**config.mk**
```make
export PLATFORM = sky130hd
export DESIGN_NAME = mem_subsys
export DESIGN_NICKNAME = d
export VERILOG_FILES = /design/src/rtl/mem_bus_pkg.sv /design/src/rtl/mem_map_pkg.sv /design/src/rtl/mem_cmd_router.sv /design/src/rtl/mrom_ctrl.sv /design/src/rtl/sram_ctrl.sv /design/src/rtl/mem_rsp_merge.sv /design/src/rtl/mem_subsys.sv
export SDC_FILE = /design/constraint.sdc
export NUM_CORES = 1
export LEC_CHECK = 0
export BUFFER_PORTS_ARGS = -buffer_cell sky130_fd_sc_hd__buf_2
export CORE_MARGIN = 2
export CORE_UTILIZATION = 47
export CTS_CLUSTER_SIZE = 16
export DETAILED_ROUTE_END_ITERATION = 8
export PLACE_DENSITY = 0.78
export SLEW_MARGIN = 0
export SYNTH_ARGS = -nofsm -noshare
export SYNTH_HDL_FRONTEND = slang
export SYNTH_SLANG_ARGS = --single-unit
```
**constraint.sdc**
```tcl
create_clock -name clk -period 4 [get_ports clk]
set_input_delay 1.2 -clock clk [delete_from_list [all_inputs] [get_ports clk]]
set_output_delay 1.2 -clock clk [all_outputs]
set_load 0.01 [all_outputs]
```
**src/mrom.hex**
```
// Boot ROM image: one 32-bit word per line, word 0 sits at 0x0000_1000
00000297
02028593
f1402573
0182a283
00028067
0000006f
40000000
deadbeef
00100513
00a12023
30200073
10500073
c0ffee01
5a5aa5a5
0badf00d
12345678
```
**src/rtl/mem_bus_pkg.sv**
```systemverilog
// Bus widths and the ICB command, response and SRAM word types shared by the memory subsystem
`default_nettype none

package mem_bus_pkg;

	localparam int ADDR_W  = 32;
	localparam int XLEN    = 32;
	localparam int MASK_W  = XLEN / 8;
	localparam int SRAM_DW = 16;

	// One ICB command beat
	typedef struct packed {
		logic [ADDR_W-1:0] addr;
		logic              read;
		logic [XLEN-1:0]   wdata;
		logic [MASK_W-1:0] wmask;
	} icb_cmd_t;

	// One ICB response beat
	typedef struct packed {
		logic            err;
		logic [XLEN-1:0] rdata;
	} icb_rsp_t;

	typedef struct packed {
		logic [SRAM_DW-1:0] hi;
		logic [SRAM_DW-1:0] lo;
	} sram_half_t;

	// Bus word, or the two halfwords seen on the SRAM pins
	typedef union packed {
		logic [XLEN-1:0] word;
		sram_half_t      half;
	} sram_word_u;

endpackage

`default_nettype wire

```
**src/rtl/mem_map_pkg.sv**
```systemverilog
// Address map, target codes and SRAM timing defaults for the memory subsystem
`default_nettype none

package mem_map_pkg;

	////////////////////
	// Address map
	////////////////////

	// Boot ROM window 0x0000_1000 to 0x0000_1FFF
	localparam logic [31:0] MROM_BASE       = 32'h0000_1000;
	localparam int          MROM_REGION_LSB = 12;

	// External SRAM window 0x4000_0000 to 0x4FFF_FFFF
	localparam logic [31:0] SRAM_BASE       = 32'h4000_0000;
	localparam int          SRAM_REGION_LSB = 28;

	typedef enum logic [1:0] {
		TGT_MROM = 2'd0,
		TGT_SRAM = 2'd1,
		TGT_ERR  = 2'd2
	} target_e;

	// Defaults used by the top level
	localparam int MROM_DEPTH_DEF = 16;
	localparam int SRAM_AW_DEF    = 22;
	localparam int SRAM_WAIT_DEF  = 1;

endpackage

`default_nettype wire

```
**src/rtl/mem_cmd_router.sv**
```systemverilog
// Command side of the memory bus: accepts one ICB command, decodes its target, holds busy
`timescale 1ns/10ps
`default_nettype none

module mem_cmd_router (
	input  wire                     clk,
	input  wire                     i_reset,
	input  wire                     i_cmd_valid,
	input  mem_bus_pkg::icb_cmd_t   i_cmd,
	input  wire                     i_done,
	output logic                    o_cmd_ready,
	output logic                    o_rom_start,
	output logic                    o_sram_start,
	output logic                    o_issue,
	output mem_bus_pkg::icb_cmd_t   o_cmd,
	output mem_map_pkg::target_e    o_target
);

	import mem_bus_pkg::*;
	import mem_map_pkg::*;

	logic    busy;
	logic    fire;
	logic    hit_mrom;
	logic    hit_sram;
	target_e target;

	// Region match on the bits above each window's LSB
	assign hit_mrom = (i_cmd.addr[ADDR_W-1:MROM_REGION_LSB] ==
		MROM_BASE[ADDR_W-1:MROM_REGION_LSB]);
	assign hit_sram = (i_cmd.addr[ADDR_W-1:SRAM_REGION_LSB] ==
		SRAM_BASE[ADDR_W-1:SRAM_REGION_LSB]);

	always_comb begin
		if (hit_mrom && i_cmd.read) begin
			target = TGT_MROM;
		end else if (hit_sram) begin
			target = TGT_SRAM;
		end else begin
			// ROM writes fall here too
			target = TGT_ERR;
		end
	end

	assign o_cmd_ready  = ~busy;
	assign fire         = i_cmd_valid & o_cmd_ready;
	assign o_issue      = fire;
	assign o_target     = target;
	assign o_rom_start  = fire & (target == TGT_MROM);
	assign o_sram_start = fire & (target == TGT_SRAM);

	// One outstanding transaction
	always_ff @(posedge clk) begin
		if (i_reset) begin
			busy <= 1'b0;
		end else if (fire) begin
			busy <= 1'b1;
		end else if (i_done) begin
			busy <= 1'b0;
		end
	end

	// Held for the SRAM sequencer while busy
	always_ff @(posedge clk) begin
		if (fire) begin
			o_cmd <= i_cmd;
		end
	end

endmodule

`default_nettype wire

```
**src/rtl/mrom_ctrl.sv**
```systemverilog
// Boot ROM target loaded from mrom.hex, answers each read one cycle after its start pulse
`timescale 1ns/10ps
`default_nettype none

module mrom_ctrl #(
	parameter int MROM_DEPTH = mem_map_pkg::MROM_DEPTH_DEF
) (
	input  wire                            clk,
	input  wire                            i_reset,
	input  wire                            i_start,
	input  wire [mem_bus_pkg::ADDR_W-1:0]  i_addr,
	input  wire                            i_ack,
	output logic                           o_valid,
	output mem_bus_pkg::icb_rsp_t          o_rsp
);

	import mem_bus_pkg::*;

	localparam int IDX_W = (MROM_DEPTH > 1) ? $clog2(MROM_DEPTH) : 1;

	logic [XLEN-1:0]  rom [MROM_DEPTH];
	logic [IDX_W-1:0] idx;

	initial begin
		$readmemh("/design/src/mrom.hex", rom);
	end

	// Word index wraps at the array depth
	assign idx = i_addr[IDX_W+1:2];

	always_ff @(posedge clk) begin
		if (i_reset) begin
			o_valid <= 1'b0;
		end else if (i_start) begin
			o_valid <= 1'b1;
		end else if (i_ack) begin
			o_valid <= 1'b0;
		end
	end

	always_ff @(posedge clk) begin
		if (i_start) begin
			o_rsp <= '{err: 1'b0, rdata: rom[idx]};
		end
	end

endmodule

`default_nettype wire

```
**src/rtl/sram_ctrl.sv**
```systemverilog
// Asynchronous 16-bit SRAM sequencer, runs one bus word as a low then a high halfword cycle
`timescale 1ns/10ps
`default_nettype none

module sram_ctrl #(
	parameter int SRAM_AW   = mem_map_pkg::SRAM_AW_DEF,
	parameter int SRAM_WAIT = mem_map_pkg::SRAM_WAIT_DEF
) (
	input  wire                             clk,
	input  wire                             i_reset,
	input  wire                             i_start,
	input  mem_bus_pkg::icb_cmd_t           i_cmd,
	input  wire                             i_ack,
	input  wire [mem_bus_pkg::SRAM_DW-1:0]  i_sram_dq,
	output logic                            o_valid,
	output mem_bus_pkg::icb_rsp_t           o_rsp,
	output logic [SRAM_AW-1:0]              o_sram_a,
	output logic [mem_bus_pkg::SRAM_DW-1:0] o_sram_dq,
	output logic [mem_bus_pkg::SRAM_DW-1:0] o_sram_dq_t,
	output logic                            o_sram_cen,
	output logic                            o_sram_oen,
	output logic                            o_sram_wen,
	output logic [1:0]                      o_sram_ben
);

	import mem_bus_pkg::*;

	localparam int CNT_W = (SRAM_WAIT > 0) ? $clog2(SRAM_WAIT + 1) : 1;

	typedef enum logic [1:0] {
		ST_IDLE,
		ST_LO,
		ST_HI,
		ST_RSP
	} state_e;

	state_e             state;
	logic [CNT_W-1:0]   cnt;
	logic               active;
	logic               phase;
	logic               phase_end;
	logic [ADDR_W-2:0]  half_addr;
	sram_word_u         rd_word;
	sram_word_u         wr_word;

	assign active    = (state == ST_LO) || (state == ST_HI);
	assign phase     = (state == ST_HI);
	assign phase_end = active && (cnt == CNT_W'(SRAM_WAIT));

	////////////////////
	// Sequencer
	////////////////////

	always_ff @(posedge clk) begin
		if (i_reset) begin
			state <= ST_IDLE;
			cnt   <= '0;
		end else begin
			case (state)
				ST_IDLE: begin
					if (i_start) begin
						state <= ST_LO;
						cnt   <= '0;
					end
				end
				ST_LO, ST_HI: begin
					if (phase_end) begin
						cnt   <= '0;
						state <= phase ? ST_RSP : ST_HI;
					end else begin
						cnt <= cnt + 1'b1;
					end
				end
				ST_RSP: begin
					if (i_ack) begin
						state <= ST_IDLE;
					end
				end
				default: state <= ST_IDLE;
			endcase
		end
	end

	// Read data sampled on the last cycle of each phase
	always_ff @(posedge clk) begin
		if (phase_end && i_cmd.read) begin
			if (phase) begin
				rd_word.half.hi <= i_sram_dq;
			end else begin
				rd_word.half.lo <= i_sram_dq;
			end
		end
	end

	////////////////////
	// SRAM pins
	////////////////////

	// Halfword address is word index times two plus phase
	assign half_addr    = {i_cmd.addr[ADDR_W-1:2], phase};
	assign o_sram_a     = half_addr[SRAM_AW-1:0];
	assign wr_word.word = i_cmd.wdata;
	assign o_sram_dq    = phase ? wr_word.half.hi : wr_word.half.lo;

	assign o_sram_cen  = ~active;
	assign o_sram_oen  = ~(active & i_cmd.read);
	assign o_sram_wen  = ~(active & ~i_cmd.read);
	assign o_sram_dq_t = (active & ~i_cmd.read) ? '0 : '1;

	always_comb begin
		if (!active) begin
			o_sram_ben = 2'b11;
		end else if (i_cmd.read) begin
			// Both lanes on a read
			o_sram_ben = 2'b00;
		end else begin
			o_sram_ben = phase ? ~i_cmd.wmask[3:2] : ~i_cmd.wmask[1:0];
		end
	end

	assign o_valid = (state == ST_RSP);
	assign o_rsp   = '{err: 1'b0, rdata: i_cmd.read ? rd_word.word : '0};

endmodule

`default_nettype wire

```
**src/rtl/mem_rsp_merge.sv**
```systemverilog
// Response side of the memory bus: picks the pending target's response and drives the ICB port
`timescale 1ns/10ps
`default_nettype none

module mem_rsp_merge (
	input  wire                    clk,
	input  wire                    i_reset,
	input  wire                    i_issue,
	input  mem_map_pkg::target_e   i_target,
	input  wire                    i_rom_valid,
	input  mem_bus_pkg::icb_rsp_t  i_rom_rsp,
	input  wire                    i_sram_valid,
	input  mem_bus_pkg::icb_rsp_t  i_sram_rsp,
	input  wire                    i_rsp_ready,
	output logic                   o_rom_ack,
	output logic                   o_sram_ack,
	output logic                   o_done,
	output logic                   o_rsp_valid,
	output mem_bus_pkg::icb_rsp_t  o_rsp
);

	import mem_map_pkg::*;

	target_e pend_tgt;
	logic    err_valid;

	always_ff @(posedge clk) begin
		if (i_reset) begin
			pend_tgt  <= TGT_ERR;
			err_valid <= 1'b0;
		end else begin
			if (i_issue) begin
				pend_tgt <= i_target;
			end
			// Local error response, one cycle after issue
			if (i_issue && (i_target == TGT_ERR)) begin
				err_valid <= 1'b1;
			end else if (o_done && (pend_tgt == TGT_ERR)) begin
				err_valid <= 1'b0;
			end
		end
	end

	always_comb begin
		case (pend_tgt)
			TGT_MROM: begin
				o_rsp_valid = i_rom_valid;
				o_rsp       = i_rom_rsp;
			end
			TGT_SRAM: begin
				o_rsp_valid = i_sram_valid;
				o_rsp       = i_sram_rsp;
			end
			default: begin
				o_rsp_valid = err_valid;
				o_rsp       = '{err: 1'b1, rdata: '0};
			end
		endcase
	end

	assign o_done     = o_rsp_valid & i_rsp_ready;
	assign o_rom_ack  = o_done & (pend_tgt == TGT_MROM);
	assign o_sram_ack = o_done & (pend_tgt == TGT_SRAM);

endmodule

`default_nettype wire

```
**src/rtl/mem_subsys.sv**
```systemverilog
// Memory subsystem top level, ICB port into the boot ROM and the external SRAM pins
`timescale 1ns/10ps
`default_nettype none

module mem_subsys #(
	parameter int MROM_DEPTH = mem_map_pkg::MROM_DEPTH_DEF,
	parameter int SRAM_AW    = mem_map_pkg::SRAM_AW_DEF,
	parameter int SRAM_WAIT  = mem_map_pkg::SRAM_WAIT_DEF
) (
	input  wire                             clk,
	input  wire                             i_reset,
	input  wire                             i_cmd_valid,
	output logic                            o_cmd_ready,
	input  mem_bus_pkg::icb_cmd_t           i_cmd,
	output logic                            o_rsp_valid,
	input  wire                             i_rsp_ready,
	output mem_bus_pkg::icb_rsp_t           o_rsp,
	output logic [SRAM_AW-1:0]              o_sram_a,
	output logic [mem_bus_pkg::SRAM_DW-1:0] o_sram_dq,
	input  wire  [mem_bus_pkg::SRAM_DW-1:0] i_sram_dq,
	output logic [mem_bus_pkg::SRAM_DW-1:0] o_sram_dq_t,
	output logic                            o_sram_cen,
	output logic                            o_sram_oen,
	output logic                            o_sram_wen,
	output logic [1:0]                      o_sram_ben
);

	import mem_bus_pkg::*;
	import mem_map_pkg::*;

	icb_cmd_t cmd_q;
	target_e  target;
	icb_rsp_t rom_rsp;
	icb_rsp_t sram_rsp;
	logic     rom_start;
	logic     sram_start;
	logic     issue;
	logic     done;
	logic     rom_valid;
	logic     rom_ack;
	logic     sram_valid;
	logic     sram_ack;

	mem_cmd_router u_router (
		.clk          (clk),
		.i_reset      (i_reset),
		.i_cmd_valid  (i_cmd_valid),
		.i_cmd        (i_cmd),
		.i_done       (done),
		.o_cmd_ready  (o_cmd_ready),
		.o_rom_start  (rom_start),
		.o_sram_start (sram_start),
		.o_issue      (issue),
		.o_cmd        (cmd_q),
		.o_target     (target)
	);

	// ROM samples the address on the accepting edge
	mrom_ctrl #(
		.MROM_DEPTH (MROM_DEPTH)
	) u_mrom (
		.clk     (clk),
		.i_reset (i_reset),
		.i_start (rom_start),
		.i_addr  (i_cmd.addr),
		.i_ack   (rom_ack),
		.o_valid (rom_valid),
		.o_rsp   (rom_rsp)
	);

	sram_ctrl #(
		.SRAM_AW   (SRAM_AW),
		.SRAM_WAIT (SRAM_WAIT)
	) u_sram (
		.clk         (clk),
		.i_reset     (i_reset),
		.i_start     (sram_start),
		.i_cmd       (cmd_q),
		.i_ack       (sram_ack),
		.i_sram_dq   (i_sram_dq),
		.o_valid     (sram_valid),
		.o_rsp       (sram_rsp),
		.o_sram_a    (o_sram_a),
		.o_sram_dq   (o_sram_dq),
		.o_sram_dq_t (o_sram_dq_t),
		.o_sram_cen  (o_sram_cen),
		.o_sram_oen  (o_sram_oen),
		.o_sram_wen  (o_sram_wen),
		.o_sram_ben  (o_sram_ben)
	);

	mem_rsp_merge u_merge (
		.clk          (clk),
		.i_reset      (i_reset),
		.i_issue      (issue),
		.i_target     (target),
		.i_rom_valid  (rom_valid),
		.i_rom_rsp    (rom_rsp),
		.i_sram_valid (sram_valid),
		.i_sram_rsp   (sram_rsp),
		.i_rsp_ready  (i_rsp_ready),
		.o_rom_ack    (rom_ack),
		.o_sram_ack   (sram_ack),
		.o_done       (done),
		.o_rsp_valid  (o_rsp_valid),
		.o_rsp        (o_rsp)
	);

endmodule

`default_nettype wire

```
# After elaboration in Yosys (flattened, before gate mapping)
# Index checks and enable logic that the tools add are counted.
# classes
add_sub_neg,1
n_eq_ne,12
muxes,24
bitwise,16
n_reduce_logical,18
# ops
cell,n
one-hot mux 33 bit (2 select lines),1
2-to-1 mux 16 bit,2
2-to-1 mux 32 bit,1
"equality test 20 x 1 -> 1 bit, second input constant",1
2-to-1 mux 2 bit,8
2-to-1 mux 1 bit,9
AND 1 bit,8
"equality test 2 bit, second input constant",4
nonzero test 2 bit,4
"equality test 2 x 1 -> 1 bit, second input constant",3
zero test 2 bit,3
inverter 1 bit,6
one-hot mux 2 bit (3 select lines),1
AND reduction 2 bit,3
logical AND 1 bit,5
"equality test 4 x 3 -> 1 bit, second input constant",1
"!= test 2 bit, second input constant",2
inverter 2 bit,2
one-hot mux 1 bit (2 select lines),2
AND reduction 3 bit,1
"!= test 2 x 1 -> 1 bit, second input constant",1
OR reduction 2 bit,1
"adder 1 bit, second input constant",1
logical OR 1 bit,1
# totals
ff_bits,132
inputBits,89
out_inout_bits,94

# Longest topological paths before layout
# logic_depth
word_depth,7
depth_mapped,6
ltp_nobuf,6

# By module
# A second synthesis with hierarchy kept.
# unflattened
cells_unflattened,377
area_unflattened_um2,5156.2
# by_module_without_submodules
mod,n_inst,cells_each,area_each_um2,seq_area_each_um2
mem_cmd_router,1,85,2210.9,2092.0
sram_ctrl,1,160,1973.1,1021.0
mem_rsp_merge,1,94,681.9,60.1
mrom_ctrl,1,38,290.3,20.0

# Worst setup path after synthesis
# No wires, ideal clock.
# synth_timing
kind,input-to-reg
startpoint,input i_cmd_valid
endpoint,register u_sram.cnt
t_arrival_ps,3160
required_time_ps,3883
path_slack_ps,723
cell_stages,5
n_path_buf,0
path_cell_list,nand2_2 > inv_1 > a31o_2 > o21ai_0 > a32o_1
# synth_via
elab_chain_len,4
# synth_lines
element,line,source
from (decl),mem_subsys.sv:12,"input wire i_cmd_valid,"
AND 1 bit,mem_cmd_router.sv:46,assign fire = i_cmd_valid & o_cmd_ready;
via issue,mem_subsys.sv:37,logic issue;
AND 1 bit,mem_cmd_router.sv:50,assign o_sram_start = fire & (target == TGT_SRAM);
!= test 2 bit (no source line),n/a,
AND reduction 2 bit (no source line),n/a,
to (signal assigned),sram_ctrl.sv:71,cnt <= cnt + 1'b1;
to (decl),sram_ctrl.sv:38,logic [CNT_W-1:0] cnt;
# The timed path passes the listed nets, and every way through them passes these cells.
# A chain may end at the register's enable or synchronous reset.

# Final worst setup path
# layout_timing
startpoint,register u_sram.state[0]
endpoint,output o_sram_dq[13] (netlist bit)
# layout_via
elab_chain_len,2
# layout_lines
element,line,source
from (decl),sram_ctrl.sv:37,state_e state;
from (signal assigned),sram_ctrl.sv:69,state <= phase ? ST_RSP : ST_HI;
equality test 2 bit,sram_ctrl.sv:47,assign phase = (state == ST_HI);
2-to-1 mux 16 bit,sram_ctrl.sv:103,assign o_sram_dq = phase ? wr_word.half.hi : wr_word.half.lo;
to (decl),mem_subsys.sv:19,"output logic [mem_bus_pkg::SRAM_DW-1:0] o_sram_dq,"
# Every way passes these cells.

==> reports/qor.yml <==
cts_tree: "yes"
wl_met3_microns: 728
finalCriticalPeriod_ps: 3250
multi_input_comb_area_sq_um: 744.5
drv_cap: 0
track_usage_pct: 14.92
vias: 2404
drc: 0
synthArstFlopShare_pct: 0
period_share_pct: 81.24
critPathLaunchType: "flop"
hpwlAfterDp_microns: 5252
cts_buffer_depth: 2
cts_sinks: 98
final_cells: 510
path_delay_family: "buffers and inverters"
finalWeightedCongestion: 0.7174
drt_wl_total_microns: 6957
initial_core_util_pct: 48.41
post_cts_buffers: 0
tns_ps: 0
pwr-share-clk_pct: 29.5
slowest_stage: "ha_1"
setup_viol: 0
num_antenna_cells: 0
p_sw_share_pct: 24.83
critical_path.max_fanout: 11
ir_drop_uv: 302.1
top_layer: "met5"
grt_start_max_net_pins: 39
worst_slew_pin_slew_ps: 723.0
p_per_area_mw_per_mm2: 408.4
n_fill_cell: 677
first_global_vias: 2117
grt_overflow_total: 0
via_per_inst: 4.714
die_w_microns: 95.76
nNetsFinal: 492
htree_levels: 3
drive_gt1_share_pct: 55.06
cp_num_buf_inv: 3
cts_made_buffers: 9
ys.flop_type: "edfxtp_1"
status: "finished clean"
power.internal_mw: 1.500
core_sq_mm: 0.008175
first_pass_iters: 5
final_util_pct: 59.76
combPwrFrac_pct: 11.5
dp.cells: 494
ios: 183
ys_types: 36
wl_met1_microns: 2664
ys_warn_count: 0
syn_area_sq_mm: 0.003958
cts_root_buf: "clkbuf_8"
layout_common_cells: "buf_2, edfxtp_1, and2_1"
leakage_nw: 2.053
crit_path_cell_trace: "inv_1 -> ha_1 -> buf_4 -> mux2_2 -> buf_2"
crit_path_end_kind: "primary output"
wire_per_inst_microns: 13.64
port_buffers: 180
rsz0062_at_grt: "no"
wl_met2_microns: 3478
rows: 33
synth_top_area_cell: "edfxtp_1"
fmax_ghz: 0.3077
ys_seq_area_share_pct: 72.34
finClkSkew_ps: 12.67
cp.required_ps: 2800
grt_pass1_wl_microns: 10060
seq_area_sq_mm: 0.002863
cts_hold_buf: 0
final_common_cell: "buf_2"
seq_power_share_pct: 59.0
switchingPower_uw: 495.4
clk_pin_slew_ps: 100
fp.dieH_microns: 95.76
syn-num-nets: 343
antenna_found_initial: 1
cp_slowest_stage_delay_ps: 470
clk_latency_ps: 360
slew_headroom_pct: 51.80
avgSynthCellArea_sq_um: 15.77
hold_viol_final: 0
area_growth_pct: 23.46
post_cts_resized: 0
synth_enable_flop_cells: 90
first_iter_violations: 163
synth_top_cell_area_share_pct: 68.29
synth-seq-cells: 98
hp-class: "reg2reg"
synthCells: 251
drv_slew: 0
ant_nets: 0
synth_area_leaders: "edfxtp_1, buf_4, mux2_2, and2_1, dfxtp_1"
cp_data_arrival_time_ps: 2050
crit_type: "reg2out"
die_area_sq_mm: 0.009170
==> worst paths after layout <==
path	cells past startpoint	slack, ps	endpoint	start
setup / recovery	5	750	o_sram_dq[13]	u_sram.state[0]
hold / removal	1	480	u_router.busy	u_router.busy
setup reg to reg	4	2240	u_router.o_cmd[9]	u_router.busy
hold reg to reg	1	480	u_router.busy	u_router.busy
==> state kept, by name, indices dropped and copies added, names as in the netlist <==
register           flops
u_merge.err_valid      1
u_merge.pend_tgt       2
u_mrom.o_valid         1
u_router.busy          1
u_router.o_cmd        58
u_sram.cnt             1
u_sram.rd_word        32
u_sram.state           2
==> final cells by class <==
class / count / share of cell area [%]
multi-input cells: 98 / 15.24
clock buffers: 9 / 2.535
flip-flops and latches: 98 / 58.59
repair buffers: 184 / 19.05
well taps: 105 / 2.689
inverters: 9 / 0.6914
clock inverters: 7 / 1.204
==> worst reg2reg max path, stage by stage, from the launching register on <==
cell,delay (ps)
dfxtp_1,340
inv_1,80
nand2_2,100
inv_2,370
buf_4,490
==> cell families (layout without fill, tap and decap cells) <==
logic type	Yosys count	in the layout	synth area share [%]
AOI/OAI and AO/OA	19	19	3.447
adders and majority gates	3	3	0.9486
buffers and inverters	55	209	8.852
DFF	98	98	72.34
muxes	19	19	5.375
and+or+nand+nor	57	57	9.042
==> metal layers <==
layer	vias up	global-route usage [%]
met5	-	0
met2	128	25.58
met1	1096	16.52
met3	8	6.421
li1	1170	-
met4	2	5.476
==> power groups by stage <==
stage	clock network (mW)	logic [mW]	registers, mW
6_report	0.589	0.229	1.18
5_1_grt	0.648	0.256	1.18
4_1_cts	0.607	0.232	1.18
3_5_place_dp	0	0.231	1.20
3_3_place_gp	0	0.227	1.20
2_1_floorplan	0	0.160	1.20
==> through the flow <==
step	area [sq um]	worst slack (ps)	hold WS (ps)	power (mW)
finish	4886	750.4	484.7	1.995
detailed placement	4703	1094	473.6	1.433
global route	4886	564.5	528.7	2.086
global placement	4703	1096	463.8	1.426
floorplan	3958	722.7	447.5	1.360
CTS	4886	688.2	488.5	2.017
==> synthesized netlist by cell type, types with 2 or more instances <==
cell,count
edfxtp_1,90
buf_4,38
and2_1,32
mux2_2,18
inv_1,9
dfxtp_1,8
clkbuf_1,7
nor2_1,6
o21ai_0,5
a311oi_1,3
ha_1,3
nand2_1,3
nand2b_1,3
a21oi_1,2
and3_1,2
nor4_1,2
(Power assumes the default switching activity.)
